==> src/verilog/pktbuf_pkg.sv <==
package pktbuf_pkg;

	// packet word and its split over the memory channels
	localparam int WORD_W   = 520;  // one packet word
	localparam int CHAN_W   = 72;   // one memory channel, data plus spare bits
	localparam int NUM_CHAN = 8;    // channels per word, last one only partly used

	// host command
	typedef enum logic {
		op_write = 1'b0,  // store wdata at addr
		op_read  = 1'b1   // fetch the word at addr
	} op_e;

	// decode FSM
	typedef enum logic [1:0] {
		st_idle  = 2'd0,  // waiting for req
		st_issue = 2'd1,  // fire the access strobe
		st_hold  = 2'd2   // wait for req to drop
	} dec_state_e;

endpackage

==> src/verilog/rd_result.sv <==
`timescale 1ns/1ps

module rd_result (
	input  logic                          clk_esram,
	input  logic                          arst_n,
	input  logic                          req,
	input  logic                          wr_done,
	input  logic                          rd_valid,
	input  logic [pktbuf_pkg::WORD_W-1:0] rddata,
	output logic                          ack,
	output logic [pktbuf_pkg::WORD_W-1:0] rdata
);

	// read data capture, held while ack is up and beyond
	always_ff @(posedge clk_esram) begin
		if (rd_valid) begin
			rdata <= rddata;
		end
	end

	// ack goes up when the access is done, down once the host lets go of req
	always_ff @(posedge clk_esram or negedge arst_n) begin
		if (!arst_n) begin
			ack <= 1'b0;
		end else if (wr_done || rd_valid) begin
			ack <= 1'b1;  // same edge as the rdata capture
		end else if (!req) begin
			ack <= 1'b0;
		end
	end

	// a completion during ack means decode issued a second access in one handshake
	a_no_early_done: assert property (@(posedge clk_esram) disable iff (!arst_n)
		(wr_done || rd_valid) |-> !ack)
		else $error("result: completion while ack already high");

endmodule

==> config.mk <==
export PLATFORM = sky130hd
export DESIGN_NAME = rd_result
export DESIGN_NICKNAME = d
export VERILOG_FILES = /design/src/verilog/pktbuf_pkg.sv /design/src/verilog/rd_result.sv
export SDC_FILE = /design/constraint.sdc
export NUM_CORES = 1
export LEC_CHECK = 0
export ABC_AREA = 1
export ABC_CLOCK_PERIOD_IN_PS = 1210
export BUFFER_PORTS_ARGS = -buffer_cell sky130_fd_sc_hd__buf_2
export CORE_AREA = 5 5 409 411
export CTS_CLUSTER_DIAMETER = 150
export CTS_CLUSTER_SIZE = 12
export DETAILED_ROUTE_END_ITERATION = 12
export DIE_AREA = 0 0 414 416
export GPL_TIMING_DRIVEN = 0
export PLACE_DENSITY = 0.33
export SETUP_SLACK_MARGIN = 0.15
export SLEW_MARGIN = 20
export SYNTH_ARGS = -nofsm -noshare
export SYNTH_HDL_FRONTEND = slang
export SYNTH_SLANG_ARGS = --single-unit
export TNS_END_PERCENT = 50
==> constraint.sdc <==
create_clock -name clk_esram -period 1.21 [get_ports clk_esram]
set_input_delay 0 -clock clk_esram [delete_from_list [all_inputs] [get_ports clk_esram]]
set_output_delay 0 -clock clk_esram [all_outputs]
set_load 0.05 [all_outputs]
==> run summary <==
Status: complete, but fails checks
Violated checks: negative hold slack, negative setup slack
Bufs and invs on worst path: 1
Data arrival time of the worst path: 1580 ps
Clock-pin slew on the worst setup and hold paths: 70 ps
Largest incremental delay on the critical path: 690 ps
Width of the chip: 414 microns
Max Slew Vio Count: 0
Global-route wire length before repair: 126000 microns
Sequential fraction of the synthesis area: 99.9%
Post-CTS Hold Buffers: 537
Kind of cell adding the most delay to the critical path: flip-flops
Worst hold margin: -264 ps
GRT Total Usage: 10.7%
Die area: 172000 sq um
Number of I/O port buffers: 1045
RePlAce Congestion: 0.882
R2R Path Start: ack
Seq cells post-synth: 521
Kind of end point of the critical path: primary output
Worst vdd rail ir drop: 1.13 mV
Via count of the first global-routing pass: 13500
Data required time of the worst path: 1210 ps
Crit path setup slack, layout: -370 ps
Routed wirelength normalized by instance count: 22.4 microns
Worst Hold Endpoint: rdata[180]
Number of hold-slack violations in the final timing report: 54
Clock latency at the later pin of the worst-skew pair: 640 ps
Post-synthesis instance total: 524
Remaining max-slew budget at the tightest pin: 63.5%
Total power: 48900 uW
Min Tclk post-route: 1580 ps
PD cells: 1450 nW/um^2
Largest net degree at the start of global routing: 93
Synthesized area per cell: 29.9 sq um
GR Overflow Total: 0
Tightest Pin Transition: 548 ps
Kind of critical path: flip-flop to primary output
# rows: 149
Static power due to leakage: 0.0133 uW
Initial core utilization: 9.56%
Worst-path cell chain: buf_6
Detailed router's first-iteration violation count: 770
Count of final setup violators: 107
Setup repair after global routing missed its margin: yes
Half-perimeter wire length of the detailed placement result: 77500 microns
Router iterations before antenna repair: 4
Number of nets in the layout: 2694
Routed wire length: 98100 microns
Endpoint of the lowest-slack register-to-register path: ack
Worst r2r path cells: 2
Number of design rule violations left after detail routing: 0
Initial antenna violation count: 36
Core region area: 164000 sq um
Non-Filler Cell Area, Final: 33700 sq um
Number of max-capacitance violations reported: 0
Fmax achieved: 633 MHz
Worst Path Max Fanout: 1
CTS root buffer: clkbuf_16
Count of boundary I/O pins: 1046
Post-synthesis instance area: 15700 sq um
Worst Hold Depth: 1
Vias per Instance: 2.84
CTS tree: built
Post-CTS Repair Setup Buffers: 0
Placement-stage cell area: 23800 sq um
Number of buffers on the longest clock path: 3
Count of cell types in the netlist: 4
Hold crit path type: primary input to flip-flop
Share of cells above drive strength 1: 50.9%
Fill cell instance count of the final layout: 17600
Number of clock sinks: 521
Synthesized Nets: 1049
Final worst clock skew: 0 ps
Origin of the worst min-delay path: rd_valid
Startpoint class of the critical path: flip-flop
H-tree lvl count: 2
Start point of the critical path: rdata[171]
Critical path's slowest cell: edfxtp_1
Vias post-DR: 12500
Area Growth Syn to Fin: 115%
Final period utilization: 131%
Worst setup slack for register-to-register paths: 590 ps
Cts bufs inserted: 50
Antenna Violating Nets Remaining: 0
Count of yosys warnings during synthesis: 0
Height of the chip: 416 microns
## stage by stage
stage               setup slack [ps]  util [%]  TNS [ps]  instances
floorplan                        384         -         0        524
global placement               -9230      14.4  -4724280       3758
detailed placement              -825      14.6   -162620       3765
CTS                             -418      20.0    -45190       4371
global route                    -421      20.6    -36530       4379
finish                          -370      20.6     -7430       4389
## placed cells by master (no fill, tap or decap), drive strengths merged
cell type    instances
buf               1052
bufbuf               2
bufinv               1
clkbuf              64
clkinv               2
dfrtp                1
diode               16
dlygate4sd3        537
edfxtp             520
inv                  2
nand2                2
nor2                 1
## cell type report
class                           count  area, sq um  share of cell area, %
Sequential cell                   521        15600                   46.4
Timing Repair Buffer             1593        13900                   41.2
Tap cell                         2189         2740                   8.13
Clock buffer                       62         1320                   3.91
Clock inverter                      5         60.1                  0.178
Antenna cell                       16         40.0                  0.119
Multi-Input combinational cell      3         11.3                 0.0334
## cells in the mapped netlist
cell type | instances | area [sq um]
dfrtp_1 | 1 | 25.0
nand2_1 | 2 | 7.51
nor2_1 | 1 | 3.75
edfxtp_1 | 520 | 15600
## sequential cells by signal (all words and copies together), names as in the netlist
| signal | flops |
|---|---|
| rdata | 520 |
| ack | 1 |
## power by group
part | switching [uW] | total, uW | leakage [uW] | internal [uW]
sequential | 878 | 22400 | 0.00510 | 21500
combinational | 7230 | 11400 | 0.00752 | 4220
clock | 7270 | 15100 | 0.000670 | 7780
## repair_timing
item                                   4_1_cts  5_1_grt
setup endpoints to repair                  656      629
gates resized for setup                    647      442
gates cloned                                 2        2
endpoints found under the hold margin      576       70
## worst max path at each step
stage                  to  slack, ps  depth (start not counted)
3_3_place_gp   rdata[361]      -9230                          1
3_5_place_dp   rdata[126]       -830                          4
4_1_cts        rdata[171]       -420                          1
2_1_floorplan         ack        380                          2
6_report       rdata[171]       -370                          1
5_1_grt        rdata[171]       -420                          1
## kinds of logic after synthesis
logic type       share of synthesized area, %
and+or+nand+nor                        0.0719
DFF                                      99.9
## metal layers
layer	routed length, microns	global-route usage, %	up-vias	share of wire [%]
li1	-	-	5448	-
met1	37800	12.6	6354	38
met2	48900	18.5	564	50
met5	7	0	-	0.0071
met4	1850	2.05	2	1.9
met3	9570	4.31	110	9.8
No activity file was read; power rests on OpenSTA's default activity.
