--- config.mk ---
export PLATFORM = sky130hd
export DESIGN_NAME = cmd_decode_flat
export DESIGN_NICKNAME = d
export VERILOG_FILES = /design/src/verilog/pktbuf_pkg.sv /design/src/verilog/pktbuf_access_if.sv /design/src/verilog/cmd_decode.sv /design/src/flat_wrapper.sv
export SDC_FILE = /design/constraint.sdc
export NUM_CORES = 1
export LEC_CHECK = 0
export BUFFER_PORTS_ARGS = -buffer_cell sky130_fd_sc_hd__buf_2
export CORE_AREA = 3 3 417 419
export CTS_BUF_LIST = sky130_fd_sc_hd__clkbuf_2
export DETAILED_ROUTE_END_ITERATION = 8
export DIE_AREA = 0 0 420 422
export GPL_ROUTABILITY_DRIVEN = 0
export PLACE_DENSITY = 0.3
export SYNTH_ARGS = -nofsm -noshare
export SYNTH_HDL_FRONTEND = slang
export SYNTH_SLANG_ARGS = --single-unit
--- constraint.sdc ---
create_clock -name clk_esram -period 43.8 [get_ports clk_esram]
set_clock_uncertainty 0.1 [all_clocks]
set_input_delay 2.19 -clock clk_esram [delete_from_list [all_inputs] [get_ports clk_esram]]
set_output_delay 2.19 -clock clk_esram [all_outputs]
set_load 0.005 [all_outputs]
--- src/verilog/pktbuf_pkg.sv ---
package pktbuf_pkg;

	// packet word and its split over the memory channels
	localparam int WORD_W   = 520;  // one packet word
	localparam int CHAN_W   = 72;   // one memory channel, data plus spare bits
	localparam int NUM_CHAN = 8;    // channels per word, last one only partly used

	// host command
	typedef enum logic {
		op_write = 1'b0,  // store wdata at addr
		op_read  = 1'b1   // fetch the word at addr
	} op_e;

	// decode FSM
	typedef enum logic [1:0] {
		st_idle  = 2'd0,  // waiting for req
		st_issue = 2'd1,  // fire the access strobe
		st_hold  = 2'd2   // wait for req to drop
	} dec_state_e;

endpackage

--- src/verilog/pktbuf_access_if.sv ---
`timescale 1ns/1ps

interface pktbuf_access_if #(
	parameter int AWIDTH = 6
);
	import pktbuf_pkg::*;

	logic              wren;       // one-cycle write strobe
	logic              rden;       // one-cycle read strobe
	logic [AWIDTH-1:0] wraddress;  // write port address
	logic [AWIDTH-1:0] rdaddress;  // read port address
	logic [WORD_W-1:0] wrdata;     // full packet word

	modport issuer (  // decode side
		output wren, rden, wraddress, rdaddress, wrdata
	);

	modport memory (  // memory side
		input wren, rden, wraddress, rdaddress, wrdata
	);

endinterface

--- src/verilog/cmd_decode.sv ---
`timescale 1ns/1ps

module cmd_decode #(
	parameter int AWIDTH = 6
) (
	input  logic                          clk_esram,
	input  logic                          arst_n,
	input  logic                          req,
	input  pktbuf_pkg::op_e               op,
	input  logic [AWIDTH-1:0]             addr,
	input  logic [pktbuf_pkg::WORD_W-1:0] wdata,
	pktbuf_access_if.issuer               acc,
	output logic                          wr_done
);
	import pktbuf_pkg::*;

	dec_state_e        state;    // handshake position
	op_e               op_q;     // latched opcode
	logic [AWIDTH-1:0] addr_q;   // latched address
	logic [WORD_W-1:0] wdata_q;  // latched packet word
	logic              wren_q;   // registered write strobe
	logic              rden_q;   // registered read strobe

	// command capture, only once per handshake
	always_ff @(posedge clk_esram) begin
		if (state == st_idle && req) begin
			op_q    <= op;
			addr_q  <= addr;
			wdata_q <= wdata;
		end
	end

	always_ff @(posedge clk_esram or negedge arst_n) begin
		if (!arst_n) begin
			state   <= st_idle;
			wren_q  <= 1'b0;
			rden_q  <= 1'b0;
			wr_done <= 1'b0;
		end else begin
			wren_q  <= 1'b0;  // strobes are single pulses
			rden_q  <= 1'b0;
			wr_done <= 1'b0;
			case (state)
				st_idle: begin
					if (req) state <= st_issue;  // command sampled at this edge
				end
				st_issue: begin
					wren_q  <= (op_q == op_write);
					rden_q  <= (op_q == op_read);
					wr_done <= (op_q == op_write);  // write needs no read-back
					state   <= st_hold;
				end
				st_hold: begin
					if (!req) state <= st_idle;  // held req issues nothing more
				end
				default: state <= st_idle;
			endcase
		end
	end

	assign acc.wren      = wren_q;
	assign acc.rden      = rden_q;
	assign acc.wraddress = addr_q;  // both ports see the same address
	assign acc.rdaddress = addr_q;
	assign acc.wrdata    = wdata_q;

	// one access type per cycle into the memory
	a_one_strobe: assert property (@(posedge clk_esram) disable iff (!arst_n)
		!(acc.wren && acc.rden))
		else $error("decode: wren and rden high together");

endmodule

--- src/flat_wrapper.sv ---
// flat-port wrapper written by rule: the top's interface ports become plain ports
module cmd_decode_flat import pktbuf_pkg::*;
#(
	parameter int AWIDTH = 6
)
  (clk_esram, arst_n, req, op, addr, wdata, wr_done, acc_wren, acc_rden, acc_wraddress, acc_rdaddress, acc_wrdata);
  pktbuf_access_if #(.AWIDTH(AWIDTH)) acc_i ();
  input  logic clk_esram;
  input  logic arst_n;
  input  logic req;
  input  pktbuf_pkg::op_e op;
  input  logic [AWIDTH-1:0] addr;
  input  logic [pktbuf_pkg::WORD_W-1:0] wdata;
  output logic wr_done;
  output wire logic [$bits(acc_i.wren)-1:0] acc_wren;
  output wire logic [$bits(acc_i.rden)-1:0] acc_rden;
  output wire logic [$bits(acc_i.wraddress)-1:0] acc_wraddress;
  output wire logic [$bits(acc_i.rdaddress)-1:0] acc_rdaddress;
  output wire logic [$bits(acc_i.wrdata)-1:0] acc_wrdata;
  assign acc_wren = acc_i.wren;
  assign acc_rden = acc_i.rden;
  assign acc_wraddress = acc_i.wraddress;
  assign acc_rdaddress = acc_i.rdaddress;
  assign acc_wrdata = acc_i.wrdata;
  cmd_decode #(.AWIDTH(AWIDTH)) u_core (.clk_esram(clk_esram), .arst_n(arst_n), .req(req), .op(op), .addr(addr), .wdata(wdata), .acc(acc_i), .wr_done(wr_done));
endmodule
==> summary.txt, run 1 <==
Starting density of the core: 0.0938
Final-stage net count: 2307
Fillers: 19097
Crit path time final: 4.54 ns
Sw Ratio: 0.319
Comb pwr share: 0.169
Most common library cell in the layout ignoring fill and taps: buf_2
Setup tns final: 0 ns
Worst slack, placed: 38.43 ns
Mapped Cells: 545
Final hold viol count: 0
Largest net degree at the start of global routing: 157
Share of the synthesized area in the top cell type: 0.987
Setup CP Type: register to output pin
Initial antenna violation count: 101
Worst-Margin Slew: 1.01 ns
Most frequent cells in the layout: 1064 x buf_2, 527 x edfxtp_1, 238 x clkbuf_2
Relative slew slack: 0.323
Main combinational cell family by area after synthesis: buffers and inverters
Worst-path clk slew: 0.10 ns
# clock sinks: 531
Post-synth net total: 1075
Fin crit share: 0.104
Number of top-level pins: 1065
Worst path bufs/invs: 1
Critical Path RT: 41.51 ns
Routed Antenna Nets: 0
Post-DP HPWL: 76000 um
Multiplexer area fraction after synthesis: 0
CP max stage delay: 0.54 ns
Max-slew violation count: 0
Cell accounting for the most synthesized area: edfxtp_1
Port bufs: 1064
Via/cell ratio: 2.68
Simple-gate area share of the yosys netlist: 0.00281
Outcome: completed
Sw Pwr: 431 uW
CP cell instances: buf_2
Worst hold path type: register to register
Netlist cell types: 9
Mapped cell area: 16000 um^2
Residual DRC count: 0
Worst Setup Slack, final: 39.26 ns
Clock buffer depth: 3
Worst vdd ir: 0.0226 mV
CP delay by family, top: flip-flops
CTS Buf Count: 164
Syn avg cell area: 29.4 um^2
Wire per inst: 22.1 um
Synthesis Warnings: 0
First-pass GRT wire length: 116000 um
Metal2 WL: 46700 um
Power Dens Cells: 52.5 nW/um^2
Adder-cell share of the synthesized area: 0
Crit path DAT: 2.25 ns
GRT Util Overall: 0.101
CORE AREA: 171000 um^2
Vias in the first global route: 11678
Leakage: 10.4 nW
RSZ-0062 raised after global routing: false
Die ar.: 177000 um^2
CP endpoint kind: output pin
DR vias: 11203
XOR/XNOR share of the synthesized area: 0
Highest layer used for signal routing: met5
Register share of total power: 0.537
Synth top area cells: edfxtp_1 99%, dfrtp_1 0.62%, buf_4 0.33%
Wire length on met1: 30000 um
H-tree level count: 4
Clk Latency, worst-skew pair: 1.48 ns
Complex-gate fraction of the synthesized area: 0.000312
Layout cells sized above 1: 0.700
Cell-internal power: 921 uW
Layout overhead on the synthesized area: 60.8%
Initial DRC count: 718
CP max-delay cell: edfxtp_1
Fmax: 220 MHz
Flops & latches, synth: 531
Post-Route WL: 92400 um
Num rows: 152
Wire length on met3: 12200 um
MaxCap Viol Count: 0
Die Y: 422 um
CTS tree: yes
Clock group share of total power: 0.294
Startpoint class of the critical path: register
Pre-Repair DR Iteration Count: 4
Root Buffer: clkbuf_2
Die width: 420 um
Worst Path Max Fanout: 1
Setup violations, final: 0
GRT overflow: 0
Register area share after synthesis: 0.993
-- kinds of logic (layout without fill, tap and decap cells) --
family          count (synthesis)  in the layout
buf+inv                         8           1364
flops                         531            531
simple gates                    5              5
other cells                     0             47
compound gates                  1              1
-- per-stage QoR --
stage                      util  total power, mW  hold slack, ns  cells  cell area (um^2)
final                     0.151             1.35           0.324   4181             25800
after global placement    0.141            0.986           0.356   3843             24200
after detailed placement  0.141            0.982           0.341   3843             24200
after CTS                 0.150             1.40           0.293   4134             25700
after floorplan               -            0.963           0.305    545             16000
after global routing      0.150             1.44           0.300   4147             25700
-- metal layers --
metal,vias to the layer above,GRT usage
li1,4857,-
met1,5363,0.0958
met2,660,0.173
met3,261,0.0653
met4,62,0.0395
met5,-,0
-- Yosys cell counts (all sizes together) --
| master | number |
|---|---|
| edfxtp | 527 |
| buf | 7 |
| dfrtp | 4 |
| nor3b | 3 |
| inv | 1 |
| nand3b | 1 |
| nor3 | 1 |
| o21ai | 1 |
-- worst register-to-register path, stage by stage, from the launching register on --
cell and delay, ns:
dfrtp_1 0.47, nor3b_2 0.25, buf_4 0.62, buf_4 0.72
buf_4 0.80
-- state kept, by name, indices dropped and copies added, names as in the netlist --
| register | cells |
|---|---|
| u_core.acc.rden | 1 |
| u_core.acc.wrdata | 520 |
| u_core.wr_done | 1 |
| u_core.op_q | 1 |
| u_core.state | 2 |
| u_core.acc.rdaddress | 6 |
-- power by group through the flow --
stage	clock network, mW	registers, mW	logic, mW
after floorplan	0	0.917	0.0458
after global placement	0	0.738	0.247
after detailed placement	0	0.737	0.245
after CTS	0.431	0.728	0.245
after global routing	0.458	0.735	0.251
final	0.398	0.726	0.229
-- what timing repair did --
action                                  in CTS  in global routing
endpoints found under the hold margin        4                  0
endpoints found under the setup margin       0                  0
resized for setup                            0                  0
setup buffers                                0                  0
hold buffers                                 1                  0
-- final cells by class --
cell class	count	area (um^2)	area share
flip-flops and latches	531	15900	0.618
repair buffers	1073	5410	0.210
well taps	2233	2790	0.108
clock buffers	238	1190	0.0462
clock inverters	52	278	0.0108
diodes	47	118	0.00456
multi-input cells	6	55.1	0.00214
inverters	1	3.75	0.000146
-- worst paths after layout --
check	startpoint	end	slack (ns)	depth (start not counted)
worst max register to register	u_core.state[1]	u_core.acc.wrdata[376]	40.32	4
worst max-delay path	u_core.acc.wrdata[242]	acc_wrdata[242]	39.26	1
max in group asynchronous	arst_n	u_core.acc.rden	42.47	2
min in group asynchronous	arst_n	u_core.wr_done	0.96	2
worst min register to register	u_core.op_q	u_core.wr_done	0.32	1
worst min-delay path	u_core.op_q	u_core.wr_done	0.32	1
No activity file was read; power rests on OpenSTA's default activity.
==> run 2: changes to the inputs <==
--- a/config.mk
+++ b/config.mk
@@ -6,10 +6,10 @@
 export NUM_CORES = 1
 export LEC_CHECK = 0
 export BUFFER_PORTS_ARGS = -buffer_cell sky130_fd_sc_hd__buf_2
-export CORE_AREA = 3 3 417 419
+export CORE_AREA = 3 3 409 411
 export CTS_BUF_LIST = sky130_fd_sc_hd__clkbuf_2
 export DETAILED_ROUTE_END_ITERATION = 8
-export DIE_AREA = 0 0 420 422
+export DIE_AREA = 0 0 412 414
 export GPL_ROUTABILITY_DRIVEN = 0
 export PLACE_DENSITY = 0.3
 export SYNTH_ARGS = -nofsm -noshare
==> constraint.sdc (replaced) <==
create_clock -name clk_esram -period 4.43 [get_ports clk_esram]
set_clock_uncertainty 0.1 [all_clocks]
set_input_delay 0.2215 -clock clk_esram [delete_from_list [all_inputs] [get_ports clk_esram]]
set_output_delay 0.2215 -clock clk_esram [all_outputs]
set_load 0.005 [all_outputs]
==> run 2 against run 1 <==
Against the previous run:
- synthesized area unchanged
- the flow now stops in clock tree synthesis (4_1_cts)
- synthesized cell count unchanged
==> summary.txt, run 2 <==
Outcome: stopped before the end
Last stage: clock tree synthesis (4_1_cts)
Error message: [ERROR RSZ-0060] Max buffer count reached.
CTS Buf Count: 156 (-4.9%)
Post-CTS Setup Bufs: 0 (unchanged)
Mapped cell area: 16000 um^2 (unchanged)
Share of the synthesized area in the top cell type: 0.987 (unchanged)
Hold buffer count at cts: 818 (+817)
Synth top area cells: edfxtp_1 99%, dfrtp_1 0.62%, buf_4 0.33%
Synth Flop Type: edfxtp_1
Cell accounting for the most synthesized area: edfxtp_1
Syn avg cell area: 29.4 um^2 (unchanged)
Dpl cells: 3806 (-0.96%)
Synthesis Warnings: 0 (unchanged)
H-tree level count: 4 (unchanged)
Register area share after synthesis: 0.993 (unchanged)
Die Y: 414 um (-1.9%)
# clock sinks: 531 (unchanged)
Num rows: 149 (-2.0%)
Netlist cell types: 9 (unchanged)
Post-DP HPWL: 71300 um (-6.1%)
Synth cell count leaders: 527 x edfxtp_1, 7 x buf_4, 4 x dfrtp_1, 2 x nor3b_1
Number of top-level pins: 1065 (unchanged)
Flops & latches, synth: 531 (unchanged)
Asr flop ratio synth: 0.00753 (unchanged)
Post-synth net total: 1075 (unchanged)
Number of synthesized flops with an enable pin: 527 (unchanged)
Count leader, synth: edfxtp_1
CTS resizes: 0 (unchanged)
Mapped Cells: 545 (unchanged)
Starting density of the core: 0.0975 (+0.00373)
Port bufs: 1064 (unchanged)
Root Buffer: clkbuf_2
Clock buffer depth: 3 (unchanged)
Die width: 412 um (-1.9%)
Placed cell area: 24200 um^2 (+0.12%)
==> run 2: cell counts after synthesis <==
No cell type changed its count.
==> run 2: cell families after synthesis <==
family                 Yosys count  synth area share
buffers and inverters            8           0.00351
DFF                            531             0.993
AOI/OAI and AO/OA                1          0.000312
and+or+nand+nor                  5           0.00281
==> run 2: through the flow <==
stage	TNS, ns	setup WS (ns)
2_1_floorplan	-5190.83	-9.85
3_5_place_dp	0	2.13
3_3_place_gp	0	2.18
==> run 3: changes to the inputs <==
--- a/config.mk
+++ b/config.mk
@@ -6,12 +6,11 @@
 export NUM_CORES = 1
 export LEC_CHECK = 0
 export BUFFER_PORTS_ARGS = -buffer_cell sky130_fd_sc_hd__buf_2
-export CORE_AREA = 3 3 409 411
-export CTS_BUF_LIST = sky130_fd_sc_hd__clkbuf_2
+export CORE_AREA = 3 3 408 410
 export DETAILED_ROUTE_END_ITERATION = 8
-export DIE_AREA = 0 0 412 414
+export DIE_AREA = 0 0 411 413
 export GPL_ROUTABILITY_DRIVEN = 0
-export PLACE_DENSITY = 0.3
+export PLACE_DENSITY_LB_ADDON = 0.15
 export SYNTH_ARGS = -nofsm -noshare
 export SYNTH_HDL_FRONTEND = slang
 export SYNTH_SLANG_ARGS = --single-unit
==> run 3 against run 2 <==
Against the previous run:
- the flow now finishes without violations
==> summary.txt, run 3 (same netlist as run 1, synthesis figures left out) <==
Setup violations, final: 0
Wire per inst: 17.4 um
CTS Buf Count: 70 (-55%)
Sequential Area: 15900 um^2
Fillers: 17595
Reg2Reg Depth: 3
Crit path DAT: 2.58 ns
MaxCap Viol Count: 0
Root Buffer: clkbuf_16
Die width: 411 um (-0.24%)
Most common library cell in the layout ignoring fill and taps: buf_2
CP max-delay cell: buf_12
GRT overflow: 0
Final-stage net count: 2748
Number of top-level pins: 1065 (unchanged)
Worst Path Max Fanout: 151
Max-slew violation count: 0
Initial DRC count: 470
Critical Path RT: 4.58 ns
Pre-Repair DR Iteration Count: 5
Via/cell ratio: 2.78
Outcome: completed
Residual DRC count: 0
Routed Antenna Nets: 0
Die Y: 413 um (-0.24%)
CP endpoint kind: register
Dpl cells: 3791 (-0.39%)
Worst-Margin Slew: 0.959 ns
Final hold viol count: 0
Design area: 31800 um^2
First-pass GRT wire length: 103000 um
Cell-internal power: 11.3 mW
Layout cells sized above 1: 0.521
Register share of total power: 0.464
Clock buffer depth: 3 (unchanged)
Comb pwr share: 0.172
Layout overhead on the synthesized area: 98.2%
CTS tree: yes
Initial antenna violation count: 17
CP max stage delay: 0.55 ns
Clk Latency, worst-skew pair: 0.63 ns
Sw Ratio: 0.265
Startpoint class of the critical path: register
CTS resizes: 0 (unchanged)
Num rows: 148 (-0.67%)
CP cell instances: nor3b_4, buf_12, buf_12
Clock group share of total power: 0.365
H-tree level count: 3 (-1)
CORE AREA: 163000 um^2
Final design utilization: 0.195
Hold buffer count at cts: 530 (-35%)
Power Dens Cells: 483 nW/um^2
Post-CTS Setup Bufs: 0 (unchanged)
# clock sinks: 531 (unchanged)
Sw Pwr: 4.06 mW
Placed cell area: 24200 um^2 (unchanged)
GRT Util Overall: 0.0860
Worst-path clk slew: 0.06 ns
Port bufs: 1064 (unchanged)
Post-DP HPWL: 61100 um (-14%)
Most frequent cells in the layout: 1064 x buf_2, 530 x dlygate4sd3_1, 527 x edfxtp_1
Fin cells: 4455
Largest net degree at the start of global routing: 152
Hold path cells: 2
Relative slew slack: 0.361
Worst hold path type: input pin to register
Fin crit share: 0.548
Multi-input logic area: 61.3 um^2
Most common cell on crit path: buf_12
Leakage: 12.6 nW
DR vias: 12371
Crit path time final: 2.43 ns
Worst vdd ir: 0.297 mV
Setup CP Type: register to register
Fmax: 412 MHz
Die ar.: 170000 um^2
Max reg flops: 520
Vias in the first global route: 13966
Post-Route WL: 77500 um
Starting density of the core: 0.0985 (+0.000994)
RSZ-0062 raised after global routing: false
run 3: critical path: cells and delay by family, from the launching register on:
family | cells | cell delay (ns)
buffers and inverters | 2 | 0.81
DFF | 1 | 0.47
and+or+nand+nor | 1 | 0.37
run 3: area by class of cell:
| type | instances | share of cell area |
|---|---|---|
| clock inverter | 46 | 0.0126 |
| tap | 2175 | 0.0857 |
| sequential | 531 | 0.501 |
| inverter | 1 | 0.000118 |
| antenna | 8 | 0.000630 |
| multi-input combinational | 6 | 0.00193 |
| timing repair buffer | 1608 | 0.340 |
| clock buffer | 80 | 0.0580 |
run 3: per-stage QoR:
step | worst slack [ns] | TNS (ns) | hold slack, ns | total power, mW
after CTS | 2.00 | 0 | 0.0821 | 15.8
after global routing | 1.90 | 0 | 0.116 | 16.1
after detailed placement | 2.00 | 0 | -0.0641 | 9.56
after global placement | 2.05 | 0 | -0.0664 | 9.55
final | 2.00 | 0 | 0.192 | 15.3
after floorplan | -9.85 | -5190.83 | -0.174 | 7.65
run 3: per-layer routing:
metal,vias to the layer above,part of all wire,GRT usage
li1,5601,-,-
met1,6026,0.34,0.0874
met2,610,0.53,0.157
met3,132,0.093,0.0321
met4,2,0.036,0.0375
met5,-,0.00010,0
run 3: power by group through the flow:
stage	Sequential [mW]	Clock, mW	Combinational, mW
floorplan	7.32	0	0.338
global placement	7.22	0	2.33
detailed placement	7.21	0	2.34
CTS	7.13	5.89	2.76
global route	7.20	6.05	2.87
finish	7.12	5.60	2.63
run 3: path summary, 6_finish.rpt:
| check | endpoint | slack (ns) | start |
|---|---|---|---|
| min | u_core.acc.wrdata[298] | 0.19 | wdata[298] |
| min in group asynchronous | u_core.wr_done | 0.49 | arst_n |
| min reg2reg | u_core.wr_done | 0.35 | u_core.op_q |
| max reg2reg | u_core.acc.wrdata[378] | 2.00 | u_core.state[1] |
| max in group asynchronous | u_core.state[1] | 3.57 | arst_n |
| max | u_core.acc.wrdata[378] | 2.00 | u_core.state[1] |
